==> config.mk <==
export PLATFORM = sky130hd
export DESIGN_NAME = req_arbiter_flat
export DESIGN_NICKNAME = d
export VERILOG_FILES = /design/src/host_pkg.sv /design/src/eeprom_req_if.sv /design/src/req_arbiter.sv /design/src/flat_wrapper.sv
export VERILOG_INCLUDE_DIRS = /design/src /design/src/src
export SDC_FILE = /design/constraint.sdc
export NUM_CORES = 1
export LEC_CHECK = 0
export BUFFER_PORTS_ARGS = -buffer_cell sky130_fd_sc_hd__buf_2
export CAP_MARGIN = 20
export CORE_ASPECT_RATIO = 0.9
export CORE_MARGIN = 3
export CORE_UTILIZATION = 33
export DETAILED_ROUTE_END_ITERATION = 8
export GPL_TIMING_DRIVEN = 0
export PLACE_DENSITY_LB_ADDON = 0.1
export SLEW_MARGIN = 30
export SYNTH_ARGS = -nofsm -noshare
export SYNTH_HDL_FRONTEND = slang
export SYNTH_SLANG_ARGS = --single-unit
==> constraint.sdc <==
create_clock -name CLK -period 1.86 [get_ports CLK]
set_input_delay 0.093 -clock CLK [delete_from_list [all_inputs] [get_ports CLK]]
set_output_delay 0.093 -clock CLK [all_outputs]
set_load 0.05 [all_outputs]
==> src/eeprom_config.svh <==
`ifndef EEPROM_CONFIG_SVH
`define EEPROM_CONFIG_SVH

// 24C16 style part, 2 Kbyte
`define EE_ADDR_W 11
`define EE_DATA_W 8

// control byte prefix
`define EE_DEV_CODE 4'b1010

// CLK cycles per SCL half period
`define EE_SCL_HALF 2

`endif

==> src/host_pkg.sv <==
package host_pkg;

    // one host operation per request
    typedef enum logic {
        OP_WRITE,
        OP_READ
    } op_e;

    // which host owns the bus
    typedef enum logic {
        CLIENT_A,
        CLIENT_B
    } client_e;

endpackage

==> src/eeprom_req_if.sv <==
`include "eeprom_config.svh"

interface eeprom_req_if;
    import host_pkg::*;

    logic                  start;   // one cycle, master idle
    op_e                   op;
    logic [`EE_ADDR_W-1:0] addr;
    logic [`EE_DATA_W-1:0] wdata;
    logic [`EE_DATA_W-1:0] rdata;
    logic                  done;    // one cycle, result valid
    logic                  nak;

    modport arb (
        output start, op, addr, wdata,
        input  rdata, done, nak
    );

    modport mst (
        input  start, op, addr, wdata,
        output rdata, done, nak
    );

endinterface

==> src/req_arbiter.sv <==
`include "eeprom_config.svh"

module req_arbiter (
    input  logic                  CLK,
    input  logic                  RESET,
    input  logic                  a_wr,
    input  logic                  a_rd,
    input  logic                  b_wr,
    input  logic                  b_rd,
    input  logic [`EE_ADDR_W-1:0] a_addr,
    input  logic [`EE_ADDR_W-1:0] b_addr,
    input  logic [`EE_DATA_W-1:0] a_wdata,
    input  logic [`EE_DATA_W-1:0] b_wdata,
    output logic [`EE_DATA_W-1:0] a_rdata,
    output logic [`EE_DATA_W-1:0] b_rdata,
    output logic                  a_ack,
    output logic                  a_nak,
    output logic                  b_ack,
    output logic                  b_nak,
    eeprom_req_if.arb             bus
);
    import host_pkg::*;

    logic [1:0]            wr_s;
    logic [1:0]            rd_s;
    logic [`EE_ADDR_W-1:0] addr_s [2];
    logic [`EE_DATA_W-1:0] data_s [2];
    logic [1:0]            full;          // one pending slot per host
    op_e                   slot_op [2];
    logic [`EE_ADDR_W-1:0] slot_addr [2];
    logic [`EE_DATA_W-1:0] slot_data [2];
    logic                  busy;
    client_e               last_grant;    // also the current owner while busy
    client_e               pick;

    assign wr_s = {b_wr, a_wr};
    assign rd_s = {b_rd, a_rd};
    assign addr_s[CLIENT_A] = a_addr;
    assign addr_s[CLIENT_B] = b_addr;
    assign data_s[CLIENT_A] = a_wdata;
    assign data_s[CLIENT_B] = b_wdata;

    // round robin on contention
    always_comb
    begin
        if (full[CLIENT_A] && full[CLIENT_B])
        begin
            if (last_grant == CLIENT_A)
                pick = CLIENT_B;
            else
                pick = CLIENT_A;
        end
        else if (full[CLIENT_A])
            pick = CLIENT_A;
        else
            pick = CLIENT_B;
    end

    always_ff @(posedge CLK)
    begin
        if (RESET)
            full <= '0;
        else
        begin
            for (int i = 0; i < 2; i++)
            begin
                if (full[i])
                begin
                    if (bus.done && last_grant == client_e'(i))
                        full[i] <= 1'b0;
                end
                else if (wr_s[i] || rd_s[i])
                    full[i] <= 1'b1;   // new strobes ignored while pending
            end
        end
    end

    always_ff @(posedge CLK)
    begin
        for (int i = 0; i < 2; i++)
        begin
            if (!full[i] && (wr_s[i] || rd_s[i]))
            begin
                if (wr_s[i])
                    slot_op[i] <= OP_WRITE;   // write wins a double strobe
                else
                    slot_op[i] <= OP_READ;
                slot_addr[i] <= addr_s[i];
                slot_data[i] <= data_s[i];
            end
        end
    end

    always_ff @(posedge CLK)
    begin
        if (RESET)
        begin
            busy       <= 1'b0;
            bus.start  <= 1'b0;
            last_grant <= CLIENT_B;   // a wins the first contention
        end
        else
        begin
            bus.start <= 1'b0;
            if (bus.done)
                busy <= 1'b0;
            else if (!busy && full != 2'b00)
            begin
                busy       <= 1'b1;
                bus.start  <= 1'b1;
                last_grant <= pick;
            end
        end
    end

    always_ff @(posedge CLK)
    begin
        if (!busy && full != 2'b00)
        begin
            bus.op    <= slot_op[pick];
            bus.addr  <= slot_addr[pick];
            bus.wdata <= slot_data[pick];
        end
    end

    always_ff @(posedge CLK)
    begin
        if (RESET)
        begin
            a_ack <= 1'b0;
            b_ack <= 1'b0;
        end
        else
        begin
            a_ack <= bus.done && last_grant == CLIENT_A;
            b_ack <= bus.done && last_grant == CLIENT_B;
        end
    end

    // results held until that host's next ack
    always_ff @(posedge CLK)
    begin
        if (bus.done && last_grant == CLIENT_A)
        begin
            a_rdata <= bus.rdata;
            a_nak   <= bus.nak;
        end
        if (bus.done && last_grant == CLIENT_B)
        begin
            b_rdata <= bus.rdata;
            b_nak   <= bus.nak;
        end
    end

endmodule

==> src/flat_wrapper.sv <==
// flat-port wrapper written by rule: the top's interface ports become plain ports
module req_arbiter_flat import host_pkg::*;
  (CLK, RESET, a_wr, a_rd, b_wr, b_rd, a_addr, b_addr, a_wdata, b_wdata, a_rdata, b_rdata, a_ack, a_nak, b_ack, b_nak, bus_start, bus_op, bus_addr, bus_wdata, bus_rdata, bus_done, bus_nak);
  eeprom_req_if bus_i ();
  input  logic CLK;
  input  logic RESET;
  input  logic a_wr;
  input  logic a_rd;
  input  logic b_wr;
  input  logic b_rd;
  input  logic [`EE_ADDR_W-1:0] a_addr;
  input  logic [`EE_ADDR_W-1:0] b_addr;
  input  logic [`EE_DATA_W-1:0] a_wdata;
  input  logic [`EE_DATA_W-1:0] b_wdata;
  output logic [`EE_DATA_W-1:0] a_rdata;
  output logic [`EE_DATA_W-1:0] b_rdata;
  output logic a_ack;
  output logic a_nak;
  output logic b_ack;
  output logic b_nak;
  output wire logic [$bits(bus_i.start)-1:0] bus_start;
  output wire logic [$bits(bus_i.op)-1:0] bus_op;
  output wire logic [$bits(bus_i.addr)-1:0] bus_addr;
  output wire logic [$bits(bus_i.wdata)-1:0] bus_wdata;
  input wire logic [$bits(bus_i.rdata)-1:0] bus_rdata;
  input wire logic [$bits(bus_i.done)-1:0] bus_done;
  input wire logic [$bits(bus_i.nak)-1:0] bus_nak;
  assign bus_start = bus_i.start;
  assign bus_op = bus_i.op;
  assign bus_addr = bus_i.addr;
  assign bus_wdata = bus_i.wdata;
  assign bus_i.rdata = bus_rdata;
  assign bus_i.done = bus_done;
  assign bus_i.nak = bus_nak;
  req_arbiter u_core (.CLK(CLK), .RESET(RESET), .a_wr(a_wr), .a_rd(a_rd), .b_wr(b_wr), .b_rd(b_rd), .a_addr(a_addr), .b_addr(b_addr), .a_wdata(a_wdata), .b_wdata(b_wdata), .a_rdata(a_rdata), .b_rdata(b_rdata), .a_ack(a_ack), .a_nak(a_nak), .b_ack(b_ack), .b_nak(b_nak), .bus(bus_i));
endmodule
Word level (Yosys, flattened, before mapping) --
Memories as Yosys holds them, arrays and structs flattened. A register that Yosys moved wholly into a read port is not among the register bits. Index checks and enable logic that the tools add are counted. Widths: inputs -> output; s select.
Operators by class: reduce and logical (&&, ||, !) cells 14, muxes and demuxes 28, bitwise operators 4
Operator list (number):
- $mux 1 | 28
- $logic_and 1x1->1 | 6
- $logic_not 1->1 | 3
- $logic_or 1x1->1 | 2
- $not 1->1 | 2
- $or 1x1->1 | 2
- $reduce_and 2->1 | 1
- $reduce_bool 2->1 | 1
- $reduce_or 2->1 | 1
Storage, ports and cells: register bits after elaboration 25, memory bits (writable) 40, input port bits 54, output and inout port bits 41, memories kept 3, word-level logic and storage cells 59
Memories:
- u_core.slot_addr | depth 2, width 11, read ports 1, clocked after memory_dff 1, wr ports 2, RTL line req_arbiter.sv:30 | logic [`EE_ADDR_W-1:0] slot_addr [2];
- u_core.slot_data | depth 2, width 8, read ports 1, clocked after memory_dff 1, wr ports 2, RTL line req_arbiter.sv:31 | logic [`EE_DATA_W-1:0] slot_data [2];
- u_core.slot_op | depth 2, width 1, read ports 1, clocked after memory_dff 1, wr ports 2, RTL line req_arbiter.sv:29 | op_e slot_op [2];

Logic depth before layout (Yosys ltp) --
Gate-level depths: netlist of the first run.
depth in word-level cells 5, gate-level depth with buffers 4

Least setup slack after synthesis of the first run --
No wires, ideal clock.
path type register to register, start register u_core.full[0], end register u_core.bus.addr[0] (read register of u_core.slot_addr), enable pin, period minus slack after synthesis 1.800 ns, setup slack 0.060 ns, stages on the path, launching flop included 4, data arrival time 1.404 ns, library setup time 0.397 ns, cells stage by stage dfxtp_1 -> buf_2 -> nor2_1 -> nor2_1
Between the ends: cells in the longest elaborated chain, start to end 2, elaborated cells on any way between the ends 5
RTL lines:
- start: declaration | RTL line req_arbiter.sv:28 | logic [1:0] full;
- start signal: assignment | RTL line req_arbiter.sv:62 | full <= '0;
- start signal: indexed assignment | RTL line req_arbiter.sv:70 | full[i] <= 1'b0;
- start signal: indexed assignment | RTL line req_arbiter.sv:73 | full[i] <= 1'b1;
- $mux 1, or another cell as far along | RTL line req_arbiter.sv:53 | else if (full[CLIENT_A])
- $mux 1 / $logic_and 1x1->1 (equally long branches) | RTL line req_arbiter.sv:46, req_arbiter.sv:118
- end: declaration | RTL line eeprom_req_if.sv:15 | output start, op, addr, wdata,
Several ways; a longest one is shown, not always the timed one. A chain may end at the register's enable or synchronous reset.

Worst setup path after layout of the first run --
start register u_core.full[1], end register u_core.bus.addr[0] (read register of u_core.slot_addr), data pin
Between the ends: cells in the longest elaborated chain, start to end 2, elaborated cells on any way between the ends 4
RTL lines (RTL line):
- $logic_and 1x1->1 / $reduce_bool 2->1 (equally long branches) | req_arbiter.sv:46, req_arbiter.sv:118
- $mux 1 / $logic_and 1x1->1 (equally long branches) | req_arbiter.sv:46, req_arbiter.sv:118
Several ways; a longest one is shown, not always the timed one.

==> results.py, run 1 <==
metrics = {
    "floorplan": {
        "die-height_um": 95.80,
        "die_span_in_x_um": 105.8,
        "die_area_sq_mm": 0.01013,
        "placeableCoreArea_sq_mm": 0.008648,
        "ioPinCount": 95,
        "rows": 32,
        "effective_utilization_at_floorplan": 0.3419,
    },
    "power_and_ir_drop": {
        "vdd_drop_max_uv": 681.1,
        "pwr_density_cell_mw_per_mm2": 992.0,
        "internal_power_mw": 3.195,
        "clkPwrFrac": 0.293,
        "leakage_power_nw": 1.757,
        "netSwitchingPower_mw": 1.097,
        "seq_power_share": 0.539,
        "share_comb_of_total_power": 0.168,
        "finalPower_mw": 4.292,
        "netSwitchingFraction": 0.2555,
    },
    "cts": {
        "cts_repair_resize_count": 0,
        "cts.sink_count": 85,
        "cts.htree.levels": 3,
        "cts_buf_count": 9,
        "cts.clk_slew.worst_paths_ns": 0.08,
        "post_cts_buffers": 0,
        "worstSkewPairLatency_ns": 0.34,
        "ctsLongestPathBuffers": 2,
        "clk_root_buffer_cell": "clkbuf_8",
        "cts_tree": "built",
    },
    "worst_setup_path": {
        "data_arrival_time_of_the_critical_path_ns": 1.57,
        "timing.critical_path.required_ns": 1.95,
        "crit_path_end_kind": "flip-flop",
        "criticalPathCategory": "flip-flop to flip-flop",
        "setup.worst_path.start_class": "flip-flop",
        "worst_path_max_fanout": 10,
    },
    "drt": {
        "routed_wire_length_per_instance_um": 14.20,
        "dr.pass1.iters": 4,
        "dr_total_vias": 1710,
        "per_cell_via_count_in_the_routed_design": 4.130,
        "finalWirelength_um": 5880,
        "remaining_drc_errors": 0,
        "initialDrtViolationCount": 43,
        "antenna_left": 0,
    },
    "sta": {
        "timing.final.crit_share": 0.7968,
        "number_of_hold_violations_in_the_final_report": 0,
        "worst_slew_margin_rel": 0.5735,
        "worst_slew_pin_slew_ns": 0.6382,
        "layout_min_cycle_time_ns": 1.482,
        "rsz0062_at_grt": "false",
        "drv_slew": 0,
        "skew_ns": 0.006612,
        "max_freq_ghz": 0.6747,
        "final.hold.worst_slack_ns": 0.01196,
        "setup_viol": 0,
    },
    "synth": {
        "postSynthRegisterBits": 85,
        "synth.distinct_cells": 18,
        "seq_area_frac_synth": 0.8396,
        "cell_area_after_technology_mapping_sq_mm": 0.002957,
        "yosysWarningCount": 0,
        "post_synth.cell_area_avg_sq_um": 22.06,
        "postSynthCellCount": 134,
        "syn-num-nets": 188,
    },
    "grt": {
        "gr-total-overflow": 0,
        "grt_pass1_vias": 1874,
        "grt_start_max_net_pins": 20,
        "initial_antenna_violation_count": 0,
        "grt_pass1_wl_um": 9432,
        "grt.total_usage": 0.1256,
    },
    "place": {
        "port_buffers": 94,
        "detailed_place.area_sq_mm": 0.003643,
        "place.gp.congestion": 0.6874,
        "place.detailed.hpwl_um": 3735,
    },
    "final_layout": {
        "final_nets": 344,
        "final_area_sq_mm": 0.004327,
        "postLayoutCoreUtil": 0.5003,
        "seqCellArea_sq_mm": 0.002482,
        "drive_above_1_share": 0.4712,
        "nFillCells": 756,
        "area_taken_by_multi_input_logic_gates_sq_um": 464.2,
        "final_cell_mix": "buf_2, edfxtp_1, dlygate4sd3_1",
        "synthToLayoutAreaGrowth_pct": 46.34,
        "layout_commonest_cell": "buf_2",
        "antenna_cells_inserted": 0,
    },
    "hold_path": {
        "timing.hold.worst.class": "input port to flip-flop",
    },
    "flow_run": {
        "timing.max_cap.violations": 0,
    },
    "outcome": {
        "outcome": "completed",
    },
}
[kinds of logic after synthesis]
logic type,after synthesis,share of synthesized area
buffers and inverters,5,0.01184
and+or+nand+nor,19,0.03217
DFF,85,0.8396
muxes,20,0.1016
AOI/OAI and AO/OA,5,0.01481
[power by group through the flow]
stage / combinational [mW] / clock (mW) / sequential, mW
global placement: 0.622 / 0 / 2.36
CTS: 0.735 / 1.31 / 2.32
finish: 0.722 / 1.26 / 2.31
global route: 0.769 / 1.40 / 2.33
detailed placement: 0.653 / 0 / 2.36
floorplan: 0.176 / 0 / 2.62
[stage by stage]
stage	worst slack, ns	TNS [ns]	cells
after floorplan	0.05995	0	134
after global placement	-0.6569	-32.11	347
after detailed placement	0.3687	0	349
after CTS	0.3581	0	414
after global routing	0.2837	0	414
final	0.3779	0	414
[final timing paths]
| kind | slack (ns) | cells after the start | start | end |
|---|---|---|---|---|
| worst max-delay path | 0.38 | 4 | u_core.full[1]$_SDFF_PP0_ | u_core.bus.addr[0]$_DFFE_PP_ |
| worst min register to register | 0.54 | 1 | u_core.slot_addr[0][8]$_DFFE_PP_ | u_core.bus.addr[8]$_DFFE_PP_ |
| worst max register to register | 0.38 | 4 | u_core.full[1]$_SDFF_PP0_ | u_core.bus.addr[0]$_DFFE_PP_ |
| worst min-delay path | 0.01 | 2 | RESET | u_core.b_ack$_SDFF_PP0_ |
[timing repair]
item	in CTS	in global routing
hold buffers	49	0
hold endpoints to repair	59	0
setup endpoints to repair	0	0
[flip-flops by register name, summed over array words and instances, names as in the netlist, named ones only]
signal,count
u_core.slot_addr,22
u_core.slot_data,16
u_core.bus.addr,11
u_core.a_rdata,8
u_core.b_rdata,8
u_core.bus.wdata,8
u_core.full,2
u_core.a_ack,1
u_core.a_nak,1
u_core.b_ack,1
u_core.b_nak,1
u_core.bus.op,1
u_core.bus.start,1
u_core.busy,1
u_core.last_grant,1
u_core.slot_op,1
[Yosys cell counts]
library cell / n / area (sq um)
buf_6: 2 / 22.52
nor3_1: 4 / 20.02
and3_1: 1 / 6.260
dfxtp_1: 7 / 140.1
nor2b_1: 3 / 18.77
o21bai_1: 1 / 7.510
nor3b_1: 1 / 7.510
edfxtp_1: 78 / 2342
a211oi_1: 2 / 15.01
nor2_1: 8 / 30.03
inv_2: 1 / 3.750
nor4_1: 1 / 6.260
buf_2: 1 / 5.000
mux2_4: 20 / 300.3
and2_1: 1 / 6.260
a21oi_1: 1 / 5.000
o21ai_4: 1 / 16.27
inv_1: 1 / 3.750
[critical path, stage by stage (launching register included)]
cell	delay [ns]
dfxtp_1	0.49
inv_2	0.07
o21ai_4	0.15
buf_6	0.20
mux2_4	0.31
[metal layers]
metal / global-route usage / up-vias / routed length (um)
met5: 0 / - / 0
met4: 0.04854 / 0 / 98
met3: 0.05366 / 12 / 426
met2: 0.2113 / 63 / 2941
met1: 0.1439 / 806 / 2413
li1: - / 829 / -
[area by class of cell]
cell class | instances | share of cell area
sequential | 85 | 0.5737
tap | 119 | 0.03441
timing repair buffer | 145 | 0.2319
clock buffer | 11 | 0.03268
multi-input combinational | 44 | 0.1073
buffer | 3 | 0.006362
inverter | 2 | 0.001735
clock inverter | 5 | 0.01186
(Power assumes the default switching activity.)
==> run 2, diff against run 1 <==
- clock period: 1.86 -> 1.2 ns (I/O delays scaled with it)
==> results.py, run 2 (synthesis gave the netlist of run 1 again) <==
metrics = {
    "power_and_ir_drop": {
        "pwr_density_cell_mw_per_mm2": 1546,
        "leakage_power_nw": 1.799,
        "finalPower_mw": 6.852,
        "vdd_drop_max_uv": 776.2,
    },
    "floorplan": {
        "effective_utilization_at_floorplan": 0.3419,
        "die_area_sq_mm": 0.01013,
        "die-height_um": 95.80,
        "rows": 32,
        "ioPinCount": 95,
        "placeableCoreArea_sq_mm": 0.008648,
        "die_span_in_x_um": 105.8,
    },
    "sta": {
        "rsz0062_at_grt": "true",
        "max_freq_ghz": 0.7218,
        "drv_slew": 0,
        "worst_slew_margin_rel": 0.5671,
        "final.hold.worst_slack_ns": 0.09780,
        "number_of_hold_violations_in_the_final_report": 0,
        "timing.final.crit_share": 1.155,
        "skew_ns": 0.007647,
        "final.setup.worst_slack_ns": -0.1855,
        "layout_min_cycle_time_ns": 1.385,
        "setup_viol": 60,
        "worst_slew_pin_slew_ns": 0.6478,
    },
    "worst_setup_path": {
        "cp_slowest_cell": "dfxtp_4",
        "criticalPathCategory": "flip-flop to flip-flop",
        "crit_path_end_kind": "flip-flop",
        "data_arrival_time_of_the_critical_path_ns": 1.47,
        "timing.critical_path.required_ns": 1.28,
        "worst_path_max_fanout": 10,
        "setup.worst_path.start_class": "flip-flop",
        "slowest_stage_delay_on_critical_path_ns": 0.41,
        "worstPathCellList": "inv_2 > o21ai_4 > buf_8 > mux2_4",
    },
    "final_layout": {
        "largest_register_ffs": 22,
        "synthToLayoutAreaGrowth_pct": 49.94,
        "antenna_cells_inserted": 0,
        "postLayoutCoreUtil": 0.5126,
        "final_cell_mix": "buf_2, edfxtp_1, dlygate4sd3_1",
        "layout_commonest_cell": "buf_2",
        "final_nets": 349,
        "drive_above_1_share": 0.4816,
        "largestRegisters": "u_core.slot_addr x22, u_core.slot_data x16, u_core.bus.addr x11",
        "final_area_sq_mm": 0.004433,
        "top_register": "u_core.slot_addr",
    },
    "place": {
        "place.gp.congestion": 0.6214,
        "detailed_place.area_sq_mm": 0.003608,
        "place.detailed.hpwl_um": 3728,
        "port_buffers": 94,
    },
    "hold_path": {
        "timing.hold.worst.class": "input port to flip-flop",
    },
    "cts": {
        "cts_tree": "built",
        "cts.clk_slew.worst_paths_ns": 0.08,
        "cts.sink_count": 85,
        "cts.htree.levels": 3,
        "clk_root_buffer_cell": "clkbuf_8",
        "cts_buf_count": 9,
        "worstSkewPairLatency_ns": 0.33,
        "ctsLongestPathBuffers": 2,
    },
    "drt": {
        "antenna_left": 0,
        "per_cell_via_count_in_the_routed_design": 4.038,
        "dr.pass1.iters": 4,
        "finalWirelength_um": 5920,
        "dr_total_vias": 1688,
        "remaining_drc_errors": 0,
        "routed_wire_length_per_instance_um": 14.16,
        "initialDrtViolationCount": 39,
    },
    "grt": {
        "grt_pass1_vias": 1783,
        "initial_antenna_violation_count": 0,
        "grt.total_usage": 0.1234,
        "gr-total-overflow": 0,
        "grt_pass1_wl_um": 9190,
        "grt_start_max_net_pins": 21,
    },
    "outcome": {
        "failed_checks": "negative setup slack",
        "outcome": "finished, violations left",
    },
    "flow_run": {
        "timing.max_cap.violations": 0,
    },
}
-- run 2: report_power, final --
group / leakage, nW / internal, mW / switching [mW] / total [mW]
registers: 0.813 / 3.52 / 0.0700 / 3.59
clock network: 0.0998 / 1.15 / 0.934 / 2.09
logic: 0.886 / 0.467 / 0.708 / 1.18
total: 1.80 / 5.14 / 1.71 / 6.85
-- run 2: path summary, 6_finish.rpt --
path	start	end	slack, ns	cells after the start
worst max-delay path	u_core.full[1]$_SDFF_PP0_	u_core.bus.addr[6]$_DFFE_PP_	-0.19	4
worst min-delay path	b_rd	u_core.full[1]$_SDFF_PP0_	0.1	3
worst max register to register	u_core.full[1]$_SDFF_PP0_	u_core.bus.addr[6]$_DFFE_PP_	-0.19	4
worst min register to register	u_core.full[1]$_SDFF_PP0_	u_core.full[1]$_SDFF_PP0_	0.53	1
-- run 2: critical path: cells and delay by family, from the launching register on --
family	cells	cell delay, ns
multiplexers	1	0.30
buffers and inverters	2	0.24
flip-flops	1	0.41
AO/OA/AOI/OAI	1	0.17
-- run 2: layout make-up --
class                      count  area [sq um]
inverter                       2         7.507
multi-input combinational     45         484.2
fill                         782          4215
buffer                         3         41.29
clock inverter                 5         76.32
tap                          119         148.9
sequential                    85          2486
clock buffer                  10         127.6
timing repair buffer         149          1061
-- run 2: per-stage QoR --
stage	setup WS (ns)	TNS (ns)	instances
detailed placement	-0.3148	-17.55	347
global route	-0.2474	-8.531	418
finish	-0.1855	-4.948	418
CTS	-0.1956	-7.316	417
floorplan	-0.08801	-4.173	134
global placement	-0.5332	-25.70	347
-- run 2: repair_timing --
item | 4_1_cts | 5_1_grt
pin swaps | 2 | 1
hold buffers | 50 | 1
cloned | 1 | 0
resized for setup | 7 | 0
endpoints found under the setup margin | 99 | 69
hold endpoints to repair | 64 | 1
setup buffers | 4 | 0
-- run 2: routing by layer --
layer	share of wire	vias up	GRT usage
met5	0	-	0
li1	-	842	-
met3	0.049	6	0.04896
met1	0.44	795	0.1521
met4	0.012	0	0.04531
met2	0.50	45	0.1985
