### config.mk
export PLATFORM = sky130hd
export DESIGN_NAME = serial_eeprom_master_flat
export DESIGN_NICKNAME = d
export VERILOG_FILES = /design/src/host_pkg.sv /design/src/serial_pkg.sv /design/src/eeprom_req_if.sv /design/src/serial_eeprom_master.sv /design/src/flat_wrapper.sv
export VERILOG_INCLUDE_DIRS = /design/src /design/src/src
export SDC_FILE = /design/constraint.sdc
export NUM_CORES = 1
export LEC_CHECK = 0
export BUFFER_PORTS_ARGS = -buffer_cell sky130_fd_sc_hd__buf_2
export CAP_MARGIN = 20
export CORE_AREA = 4 4 86 88
export DETAILED_ROUTE_END_ITERATION = 8
export DIE_AREA = 0 0 90 92
export PLACE_DENSITY = 0.64
export REMOVE_ABC_BUFFERS = 1
export SYNTH_ARGS = -nofsm -noshare
export SYNTH_HDL_FRONTEND = slang
export SYNTH_SLANG_ARGS = --single-unit
### constraint.sdc
create_clock -name CLK -period 3.3 [get_ports CLK]
set_input_delay 0.495 -clock CLK [delete_from_list [all_inputs] [get_ports CLK]]
set_output_delay 0.495 -clock CLK [all_outputs]
set_load 0.02 [all_outputs]
### src/eeprom_config.svh
`ifndef EEPROM_CONFIG_SVH
`define EEPROM_CONFIG_SVH

// 24C16 style part, 2 Kbyte
`define EE_ADDR_W 11
`define EE_DATA_W 8

// control byte prefix
`define EE_DEV_CODE 4'b1010

// CLK cycles per SCL half period
`define EE_SCL_HALF 2

`endif

### src/host_pkg.sv
package host_pkg;

    // one host operation per request
    typedef enum logic {
        OP_WRITE,
        OP_READ
    } op_e;

    // which host owns the bus
    typedef enum logic {
        CLIENT_A,
        CLIENT_B
    } client_e;

endpackage

### src/serial_pkg.sv
package serial_pkg;

    typedef enum logic [3:0] {
        IDLE,
        START,
        CTRL_WR,
        ADDR,
        DATA_WR,
        RESTART,     // repeated start of a random read
        CTRL_RD,
        DATA_RD,
        STOP,
        DONE
    } seq_e;

    // data bits, then the ninth clock
    typedef enum logic {
        BIT,
        ACK_SLOT
    } phase_e;

endpackage
### src/eeprom_req_if.sv
`include "eeprom_config.svh"

interface eeprom_req_if;
    import host_pkg::*;

    logic                  start;   // one cycle, master idle
    op_e                   op;
    logic [`EE_ADDR_W-1:0] addr;
    logic [`EE_DATA_W-1:0] wdata;
    logic [`EE_DATA_W-1:0] rdata;
    logic                  done;    // one cycle, result valid
    logic                  nak;

    modport arb (
        output start, op, addr, wdata,
        input  rdata, done, nak
    );

    modport mst (
        input  start, op, addr, wdata,
        output rdata, done, nak
    );

endinterface

### src/serial_eeprom_master.sv
`include "eeprom_config.svh"

module serial_eeprom_master (
    input  logic         CLK,
    input  logic         RESET,
    eeprom_req_if.mst    bus,
    output logic         scl,
    output logic         sda_low,   // pulls the line low when set
    input  logic         sda_in
);
    import host_pkg::*;
    import serial_pkg::*;

    localparam int CNT_W = ($clog2(`EE_SCL_HALF) > 0) ? $clog2(`EE_SCL_HALF) : 1;
    localparam int BIT_W = $clog2(`EE_DATA_W);

    seq_e                  seq;
    seq_e                  after_ack;
    phase_e                phase;
    logic [CNT_W-1:0]      cnt;
    logic [BIT_W-1:0]      bit_cnt;
    logic [`EE_DATA_W-1:0] sh;
    op_e                   op_q;
    logic [`EE_ADDR_W-1:0] addr_q;
    logic [`EE_DATA_W-1:0] wdata_q;
    logic [`EE_DATA_W-1:0] ctrl_wr;
    logic [`EE_DATA_W-1:0] ctrl_rd;
    logic                  tick;
    logic                  set_lo;
    logic                  set_hi;
    logic                  rise;
    logic                  fall;
    logic                  in_byte;
    logic                  receiving;
    logic                  ack_end;
    logic                  got_nak;

    // page bits ride in the control byte
    assign ctrl_wr = {`EE_DEV_CODE, addr_q[`EE_ADDR_W-1:`EE_DATA_W], 1'b0};
    assign ctrl_rd = {`EE_DEV_CODE, addr_q[`EE_ADDR_W-1:`EE_DATA_W], 1'b1};

    assign tick   = (cnt == CNT_W'(`EE_SCL_HALF - 1));
    assign set_lo = (cnt == '0) && !scl;   // one CLK after SCL fell
    assign set_hi = (cnt == '0) && scl;    // one CLK after SCL rose
    assign rise   = tick && !scl;
    assign fall   = tick && scl;

    assign in_byte   = seq inside {CTRL_WR, ADDR, DATA_WR, CTRL_RD, DATA_RD};
    assign receiving = (seq == DATA_RD);
    assign ack_end   = in_byte && fall && phase == ACK_SLOT;
    assign got_nak   = ack_end && !receiving && sda_in;

    assign bus.done = (seq == DONE);

    always_comb
    begin
        case (seq)
            CTRL_WR: after_ack = ADDR;
            ADDR:
            begin
                if (op_q == OP_WRITE)
                    after_ack = DATA_WR;
                else
                    after_ack = RESTART;
            end
            CTRL_RD: after_ack = DATA_RD;
            default: after_ack = STOP;
        endcase
    end

    always_ff @(posedge CLK)
    begin
        if (RESET)
        begin
            seq     <= IDLE;
            phase   <= BIT;
            bit_cnt <= BIT_W'(`EE_DATA_W - 1);
            cnt     <= '0;
            scl     <= 1'b1;
            sda_low <= 1'b0;
            bus.nak <= 1'b0;
        end
        else
        begin
            if (seq == IDLE || seq == DONE || tick)
                cnt <= '0;
            else
                cnt <= cnt + 1'b1;

            case (seq)
                IDLE:
                begin
                    if (bus.start)
                    begin
                        seq     <= START;
                        sda_low <= 1'b1;   // SDA falls, SCL still high
                        bus.nak <= 1'b0;
                    end
                end
                START:
                begin
                    if (tick)
                    begin
                        scl     <= 1'b0;
                        seq     <= CTRL_WR;
                        phase   <= BIT;
                        bit_cnt <= BIT_W'(`EE_DATA_W - 1);
                    end
                end
                CTRL_WR, ADDR, DATA_WR, CTRL_RD, DATA_RD:
                begin
                    if (set_lo)
                        sda_low <= (phase == BIT && !receiving) ? ~sh[`EE_DATA_W-1] : 1'b0;
                    if (rise)
                        scl <= 1'b1;
                    if (fall)
                    begin
                        scl <= 1'b0;
                        if (phase == BIT)
                        begin
                            if (bit_cnt == '0)
                                phase <= ACK_SLOT;
                            else
                                bit_cnt <= bit_cnt - 1'b1;
                        end
                        else
                        begin
                            phase   <= BIT;
                            bit_cnt <= BIT_W'(`EE_DATA_W - 1);
                            if (got_nak)
                            begin
                                bus.nak <= 1'b1;
                                seq     <= STOP;
                            end
                            else
                                seq <= after_ack;
                        end
                    end
                end
                RESTART:
                begin
                    if (set_lo)
                        sda_low <= 1'b0;
                    if (rise)
                        scl <= 1'b1;
                    if (set_hi)
                        sda_low <= 1'b1;   // repeated start
                    if (fall)
                    begin
                        scl     <= 1'b0;
                        seq     <= CTRL_RD;
                        phase   <= BIT;
                        bit_cnt <= BIT_W'(`EE_DATA_W - 1);
                    end
                end
                STOP:
                begin
                    if (set_lo)
                        sda_low <= 1'b1;
                    if (rise)
                        scl <= 1'b1;
                    if (set_hi)
                        sda_low <= 1'b0;   // SDA rises with SCL high
                    if (fall)
                        seq <= DONE;       // SCL left high
                end
                DONE:
                    seq <= IDLE;
                default:
                    seq <= IDLE;
            endcase
        end
    end

    always_ff @(posedge CLK)
    begin
        if (seq == IDLE && bus.start)
        begin
            op_q    <= bus.op;
            addr_q  <= bus.addr;
            wdata_q <= bus.wdata;
        end

        if (seq == START && tick)
            sh <= ctrl_wr;
        else if (seq == RESTART && fall)
            sh <= ctrl_rd;
        else if (in_byte && fall)
        begin
            // same shift for both directions, MSB first
            if (phase == BIT)
                sh <= {sh[`EE_DATA_W-2:0], sda_in};
            else if (after_ack == ADDR)
                sh <= addr_q[`EE_DATA_W-1:0];
            else if (after_ack == DATA_WR)
                sh <= wdata_q;
        end

        if (got_nak)
            bus.rdata <= '1;   // released line reads high
        else if (ack_end && receiving)
            bus.rdata <= sh;
    end

endmodule

### src/flat_wrapper.sv
// flat-port wrapper written by rule: the top's interface ports become plain ports
module serial_eeprom_master_flat import host_pkg::*; import serial_pkg::*;
  (CLK, RESET, scl, sda_low, sda_in, bus_start, bus_op, bus_addr, bus_wdata, bus_rdata, bus_done, bus_nak);
  eeprom_req_if bus_i ();
  input  logic CLK;
  input  logic RESET;
  output logic scl;
  output logic sda_low;
  input  logic sda_in;
  input wire logic [$bits(bus_i.start)-1:0] bus_start;
  input wire logic [$bits(bus_i.op)-1:0] bus_op;
  input wire logic [$bits(bus_i.addr)-1:0] bus_addr;
  input wire logic [$bits(bus_i.wdata)-1:0] bus_wdata;
  output wire logic [$bits(bus_i.rdata)-1:0] bus_rdata;
  output wire logic [$bits(bus_i.done)-1:0] bus_done;
  output wire logic [$bits(bus_i.nak)-1:0] bus_nak;
  assign bus_i.start = bus_start;
  assign bus_i.op = bus_op;
  assign bus_i.addr = bus_addr;
  assign bus_i.wdata = bus_wdata;
  assign bus_rdata = bus_i.rdata;
  assign bus_done = bus_i.done;
  assign bus_nak = bus_i.nak;
  serial_eeprom_master u_core (.CLK(CLK), .RESET(RESET), .bus(bus_i), .scl(scl), .sda_low(sda_low), .sda_in(sda_in));
endmodule
Word-level counts from Yosys, hierarchy flattened
Cells that the tools add are included.
{"block": "totals", "ff_bits": 48}
{"block": "op_classes", "bitwise": 3, "n_reduce_logical": 39, "muxes": 44, "n_addsub": 2, "eq_ne": 25}
{"operator": "$mux W4", "count": 10}
{"operator": "$mux W8", "count": 3}
{"operator": "$eq A4 B3 Y1 const B", "count": 5}
{"operator": "$pmux W4 S5", "count": 1}
{"operator": "$mux W1", "count": 19}
{"operator": "$mux W3", "count": 5}
{"operator": "$reduce_and A5 Y1", "count": 3}
{"operator": "$ne A2 B1 Y1 const B", "count": 7}
{"operator": "$logic_and A1 B1 Y1", "count": 13}
{"operator": "$eq A4 B2 Y1 const B", "count": 3}
{"operator": "$pmux W4 S3", "count": 1}
{"operator": "$pmux W3 S3", "count": 1}
{"operator": "$reduce_bool A3 Y1", "count": 3}
{"operator": "$eq A4 B4 Y1 const B", "count": 2}
{"operator": "$reduce_and A2 Y1", "count": 4}
{"operator": "$ne A3 B1 Y1 const B", "count": 2}
{"operator": "$pmux W1 S3", "count": 2}
{"operator": "$reduce_and A6 Y1", "count": 1}
{"operator": "$reduce_or A6 Y1", "count": 1}
{"operator": "$ne A5 B5 Y1 const B", "count": 1}
{"operator": "$reduce_bool A5 Y1", "count": 1}
{"operator": "$reduce_or A5 Y1", "count": 1}
{"operator": "$eq A4 B1 Y1 const B", "count": 1}
{"operator": "$logic_not A4 Y1", "count": 1}
{"operator": "other kinds (16)", "count": 22}

Depth between registers and ports, before layout
Gate-level depths: netlist of the first run.
{"block": "logic_depth", "word_depth": 10, "depth_mapped": 7, "mapped_depth_nobuf": 7}

Least setup slack after synthesis of the first run
Ideal clock, no wire load.
{"block": "synth_timing", "kind": "reg-to-reg", "start": "reg u_core.seq[2]", "end": "reg u_core.addr_q[0], enable pin", "synth_period_minus_slack_ps": 2320, "n_path_buf": 2, "setup_slack_ps": 980, "arrival_ps": 1924, "stages_incl_launch_ff": 5, "setup_ps": 397, "t_required_ps": 2903, "path_cell_list": "dfxtp_1 > buf_2 > buf_2 > or3_1 > nor2_1"}
{"block": "synth_between", "elab_chain_cells": 2}
{"element": "from (decl)", "line_no": "serial_eeprom_master.sv:17", "rtl": "seq_e seq;"}
{"element": "from (signal assigned)", "line_no": "serial_eeprom_master.sv:136", "rtl": "seq <= after_ack;"}
{"element": "$logic_not A4 Y1", "line_no": "serial_eeprom_master.sv:177", "rtl": "if (seq == IDLE && bus.start)"}
{"element": "$logic_and A1 B1 Y1", "line_no": "serial_eeprom_master.sv:177"}
{"element": "to (signal assigned)", "line_no": "serial_eeprom_master.sv:180", "rtl": "addr_q <= bus.addr;"}
{"element": "to (decl)", "line_no": "serial_eeprom_master.sv:24", "rtl": "logic [`EE_ADDR_W-1:0] addr_q;"}
No other way between the ends.
A chain may end at the register's enable or synchronous reset.

Worst setup path after layout of the first run
{"block": "layout_timing", "start": "reg u_core.seq[2]", "end": "out bus_done"}
{"block": "layout_between", "elab_chain_cells": 1}
{"element": "$eq A4 B4 Y1", "line_no": "serial_eeprom_master.sv:53", "rtl": "assign bus.done = (seq == DONE);"}
{"element": "to (decl)", "line_no": "flat_wrapper.sv:15", "rtl": "output wire logic [$bits(bus_i.done)-1:0] bus_done;"}
No other way between the ends.

==> results of run 1 <==
per-layer routing:
layer	wire length, um	vias up	track usage (%)
li1	-	903	-
met1	2240	757	15.0
met2	2140	36	19.1
met3	182	4	2.38
met4	36	0	3.44
met5	0	-	0
worst max-delay path, cell delays in order (launching register included):
cell	delay, ns
dfxtp_1	0.81
nor2_1	0.29
and3_1	0.29
buf_2	0.16
cell type report:
| class | instances | area (um2) |
|---|---|---|
| Multi-Input combinational cell | 162 | 1050 |
| Clock inverter | 3 | 17.5 |
| Tap cell | 80 | 100 |
| Fill cell | 670 | 3990 |
| Inverter | 8 | 30.0 |
| Timing Repair Buffer | 39 | 205 |
| Sequential cell | 48 | 1190 |
| Clock buffer | 5 | 68.8 |
worst paths after layout:
path | endpoint | slack (ns) | startpoint | cells past startpoint
max reg2reg | u_core.sh[2]$_DFFE_PP_ | 1.08 | u_core.seq[3]$_SDFFE_PP0P_ | 4
max | bus_done | 0.94 | u_core.seq[2]$_SDFFE_PP0P_ | 3
min reg2reg | u_core.bus.rdata[2]$_SDFFE_PP1P_ | 0.48 | u_core.bus.rdata[2]$_SDFFE_PP1P_ | 2
min | u_core.op_q$_DFFE_PP_ | 0.37 | bus_op | 1
Yosys cell counts, drive strengths merged (2+ instances only):
| library cell | number |
|---|---|
| nor3b | 2 |
| ha | 5 |
| buf | 11 |
| o21ai | 13 |
| mux2i | 17 |
| o21bai | 2 |
| a32oi | 3 |
| dfxtp | 25 |
| inv | 8 |
| and2 | 2 |
| o31a | 2 |
| nand2b | 9 |
| nor3 | 6 |
| a31oi | 4 |
| and3 | 4 |
| a211oi | 3 |
| nand3 | 4 |
| nand3b | 2 |
| nor2b | 6 |
| nor4 | 2 |
| a21o | 4 |
| edfxtp | 23 |
| nand2 | 24 |
| nor2 | 18 |
| nor4b | 2 |
| a221o | 2 |
| o211ai | 2 |
| a21oi | 15 |
| clkbuf | 3 |
power groups by stage:
stage | sequential (mW) | clock [mW] | combinational (mW)
final | 0.804 | 0.354 | 0.431
after CTS | 0.805 | 0.365 | 0.435
after detailed placement | 0.819 | 0 | 0.435
after floorplan | 0.835 | 0 | 0.289
after global routing | 0.816 | 0.395 | 0.489
after global placement | 0.817 | 0 | 0.428
registers in the layout (all words and copies together) (netlist names):
signal            count
u_core.addr_q        11
u_core.scl            1
u_core.bus.nak        1
u_core.bus.rdata      8
u_core.sh             8
u_core.phase          1
u_core.bit_cnt        3
u_core.seq            4
u_core.cnt            1
u_core.sda_low        1
u_core.wdata_q        8
u_core.op_q           1
through the flow:
stage	worst slack, ns	util [%]	power, mW
after floorplan	1.07	-	1.12
final	0.941	40.0	1.59
after global placement	1.17	38.7	1.24
after CTS	0.957	40.0	1.61
after detailed placement	1.12	38.7	1.25
after global routing	0.775	40.0	1.70
cells by family after synthesis:
family                     share of synthesized area [%]
xor gates and xnor gates                           0.750
AOI/OAI and AO/OA                                   15.8
adders and majority gates                           2.68
muxes                                               7.28
and+or+nand+nor                                     18.2
DFF                                                 51.0
buffers and inverters                               4.28
==> flow_summary.json, run 1 <==
{
  "outcome": "finished clean",
  "timing.final.hold_violations": 0,
  "dp_hpwl_um": 3300,
  "synth_seq_area_share_pct": 51.0,
  "p_clk_share_pct": 22.3,
  "cts.repair.resized": 0,
  "seqPwrFrac_pct": 50.6,
  "overflow": 0,
  "timing.hold.ws_ns": 0.366,
  "post-cts-setup-buffer-count": 0,
  "min_period_ns": 2.36,
  "worstMarginPinSlew_ns": 0.928,
  "post-route-drc-count": 0,
  "p_sw_share_pct": 32.6,
  "cp_max_fo": 21,
  "antenna_cells": 0,
  "synth-edff-count": 23,
  "final_cell_mix": "buf_2, dfxtp_1, nand2_1",
  "htreeDepth": 2,
  "crit_required_ns": 2.80,
  "rows": 30,
  "p_leak_nw": 1.02,
  "power.switching_mw": 0.518,
  "mappedNetlistArea_um2": 2340,
  "yosys.cell_types.count": 44,
  "final_cell_count_no_fill": 345,
  "dp_cells": 337,
  "clk_pin_slew_ns": 0.09,
  "cts_sinks": 48,
  "grt_start_max_net_pins": 28,
  "synth_area_leaders": "edfxtp_1, dfxtp_1, mux2i_1",
  "insertion_delay_ns": 0.30,
  "critPathKind": "reg -> out",
  "clock-skew-final_ns": 0.00998,
  "async_flop_share_pct": 0,
  "drtIter0Drc": 100,
  "rsz0062_at_grt": "false",
  "syn_area_per_cell_um2": 10.1,
  "setup_tns_ns": 0,
  "slew_headroom_pct": 38.0,
  "ys.flop_type": "dfxtp_1",
  "drive_gt1_share_pct": 19.6,
  "placed_cell_area_um2": 2570,
  "antenna_found_initial": 0,
  "final_common_cell": "buf_2",
  "initial_core_util_pct": 35.2,
  "drt_first_pass_iters": 4,
  "cts_buffer_depth": 2,
  "io_buffers": 35,
  "setup_viol": 0,
  "critPathLaunchType": "register",
  "antenna_left": 0,
  "synth_top_area_share_pct": 29.6,
  "globalRouteTotalUtil_pct": 11.5,
  "via_per_inst": 4.93,
  "dieArea_um2": 8280,
  "fin_crit_sh_pct": 71.5,
  "tritoncts": "built",
  "synth_area_leader_cell": "edfxtp_1",
  "vias": 1700,
  "max-cap-violations": 0,
  "cts_hold_buf": 0,
  "min_path_type": "in -> reg",
  "p_comb_share_pct": 27.2,
  "grt_pass1_vias": 1625,
  "arrival_ns": 1.86,
  "fmax_mhz": 424,
  "ys_ff_latch": 48,
  "routabilityCongestion": 0.791,
  "core_area_um2": 6640,
  "maxSlewViolCount": 0,
  "nets": 293,
  "area_delta_synth_final_pct": 13.8,
  "die_width_um": 90,
  "endpoint_kind": "output port",
  "grt_first_pass_wirelength_um": 7820,
  "cts_root_buf": "clkbuf_8",
  "ir_worst_vdd_uv": 238,
  "post_drt_wl_per_cell_um": 13.3,
  "numCtsBuffers": 5,
  "finalInstanceArea_um2": 2660,
  "fp.dieH_um": 92,
  "yosys_warnings": 0,
  "io_pins": 36,
  "p_int_mw": 1.07,
  "power_density_nw_per_um2": 598,
  "totalWireLength_um": 4600,
  "synth_cells": 232
}
(Power assumes the default switching activity.)
==> run 2: changes to the inputs <==
==> constraint.sdc (replaced) <==
create_clock -name CLK -period 2.3 [get_ports CLK]
set_input_delay 0.345 -clock CLK [delete_from_list [all_inputs] [get_ports CLK]]
set_output_delay 0.345 -clock CLK [all_outputs]
set_load 0.02 [all_outputs]
==> run 2 against run 1 <==
  * Register-to-register slack lost 0.82 ns
  * Critical path depth grew 2
  * Cell area grew 1.6%
  * Final cell count grew 1.4%
  * Count of clock-buffer cells in the layout is the same
  * Worst setup slack lost 0.68 ns
  * First-iteration DRC count shrank 20%
  * Combinational power grew 36%
  * Sequential cell count is the same
  * Largest cell class unchanged
  * Highest routed layer unchanged
==> flow_summary.json, run 2 (synthesis gave the netlist of run 1 again) <==
{
  "grt_first_pass_wirelength_um": 8140,
  "drt_first_pass_iters": 4,
  "ir_worst_vdd_uv": 390,
  "cp-endpoint": "u_core.sh[3]$_DFFE_PP_",
  "post_drt_wl_per_cell_um": 13.6,
  "io_pins": 36,
  "htreeDepth": 2,
  "cts_buffer_depth": 2,
  "fin_crit_sh_pct": 88.5,
  "fill_cells": 660,
  "nets": 298,
  "final_common_cell": "buf_2",
  "timing.final.hold_violations": 0,
  "via_per_inst": 5.06,
  "setup_viol": 0,
  "dieArea_um2": 8280,
  "insertion_delay_ns": 0.30,
  "cp_max_fo": 21,
  "drtIter0Drc": 80,
  "slew_headroom_pct": 53.1,
  "post-route-drc-count": 0,
  "setup_tns_ns": 0,
  "core_area_um2": 6640,
  "overflow": 0,
  "clk_pin_slew_ns": 0.09,
  "initial_core_util_pct": 35.2,
  "cts_sinks": 48,
  "rsz0062_at_grt": "false",
  "max-cap-violations": 0,
  "cts_root_buf": "clkbuf_8",
  "min_from": "bus_addr[10]",
  "ff2ff_setup_slack_ns": 0.26,
  "final_cell_mix": "buf_2, dfxtp_1, nand2_1",
  "largest_register_ffs": 11,
  "area_delta_synth_final_pct": 15.5,
  "crit_start": "u_core.seq[0]$_SDFFE_PP0P_",
  "numCtsBuffers": 5,
  "antenna_found_initial": 0,
  "top_register": "u_core.addr_q",
  "antenna_cells": 0,
  "r2r_start": "u_core.seq[0]$_SDFFE_PP0P_",
  "critPathLaunchType": "register",
  "post-cts-setup-buffer-count": 0,
  "rows": 30,
  "reg2reg_to": "u_core.sh[3]$_DFFE_PP_",
  "min_period_ns": 2.04,
  "io_buffers": 35,
  "worstMarginPinSlew_ns": 0.703,
  "totalWireLength_um": 4740,
  "vias": 1771,
  "critPathKind": "reg -> reg",
  "clock-skew-final_ns": 0.00516,
  "arrival_ns": 2.05,
  "drive_gt1_share_pct": 21.5,
  "crit_required_ns": 2.31,
  "antenna_left": 0,
  "grt_start_max_net_pins": 22,
  "cts_hold_buf": 0,
  "globalRouteTotalUtil_pct": 12.0,
  "grt_pass1_vias": 1767,
  "maxSlewViolCount": 0,
  "outcome": "finished clean",
  "min_path_type": "in -> reg",
  "fp.dieH_um": 92,
  "tritoncts": "built",
  "p_leak_nw": 1.05,
  "power_density_nw_per_um2": 850,
  "routabilityCongestion": 0.850,
  "fmax_mhz": 491,
  "finalCoreUtilization_pct": 40.6,
  "endpoint_kind": "register",
  "reg2reg_depth": 5,
  "cts.repair.resized": 0,
  "die_width_um": 90,
  "dp_hpwl_um": 3530
}
run 2: critical path, stage by stage (launching register included):
cell and delay (ns):
dfxtp_1 0.79, nor2b_1 0.25, and2_1 0.19, nor2b_1 0.14, buf_4 0.18, nand2b_1 0.19
run 2: area by class of cell:
cell class	instances	area (um2)	share of cell area (%)
flip-flops and latches	48	1190	44.1
repair buffers	44	243	8.99
clock buffers	5	68.8	2.55
clock inverters	3	21.3	0.788
well taps	80	100	3.71
inverters	8	30.0	1.11
multi-input cells	162	1050	38.7
run 2: worst min path at each step:
| stage | endpoint | slack [ns] | depth (start not counted) |
|---|---|---|---|
| after floorplan | u_core.seq[3]$_SDFFE_PP0P_ | 0.41 | 1 |
| after global placement | u_core.bus.rdata[2]$_SDFFE_PP1P_ | 0.47 | 2 |
| after detailed placement | u_core.bus.rdata[5]$_SDFFE_PP1P_ | 0.46 | 2 |
| after CTS | u_core.wdata_q[4]$_DFFE_PP_ | 0.20 | 1 |
| after global routing | u_core.addr_q[8]$_DFFE_PP_ | 0.19 | 1 |
| final | u_core.addr_q[10]$_DFFE_PP_ | 0.21 | 1 |
run 2: power breakdown:
part           internal, mW  total, mW  switching [mW]
Combinational         0.261      0.588           0.326
Clock                 0.216      0.509           0.292
Sequential             1.07       1.20           0.130
run 2: through the flow:
stage	setup slack (ns)	total power [mW]	hold WS, ns	cells	cell area [um2]
2_1_floorplan	0.0726	1.61	0.411	218	2270
3_3_place_gp	0.362	1.79	0.465	342	2610
3_5_place_dp	0.319	1.81	0.459	342	2610
4_1_cts	0.262	2.32	0.204	350	2700
5_1_grt	0.105	2.47	0.189	350	2700
6_report	0.264	2.30	0.211	350	2700
run 2: routing by layer:
metal / vias up / GRT usage [%] / routed length [um] / share of wire (%)
li1: 913 / - / - / -
met1: 802 / 14.9 / 2170 / 46
met2: 51 / 20.7 / 2280 / 48
met3: 5 / 3.12 / 250 / 5.3
met4: 0 / 3.19 / 42 / 0.89
met5: - / 0 / 0 / 0
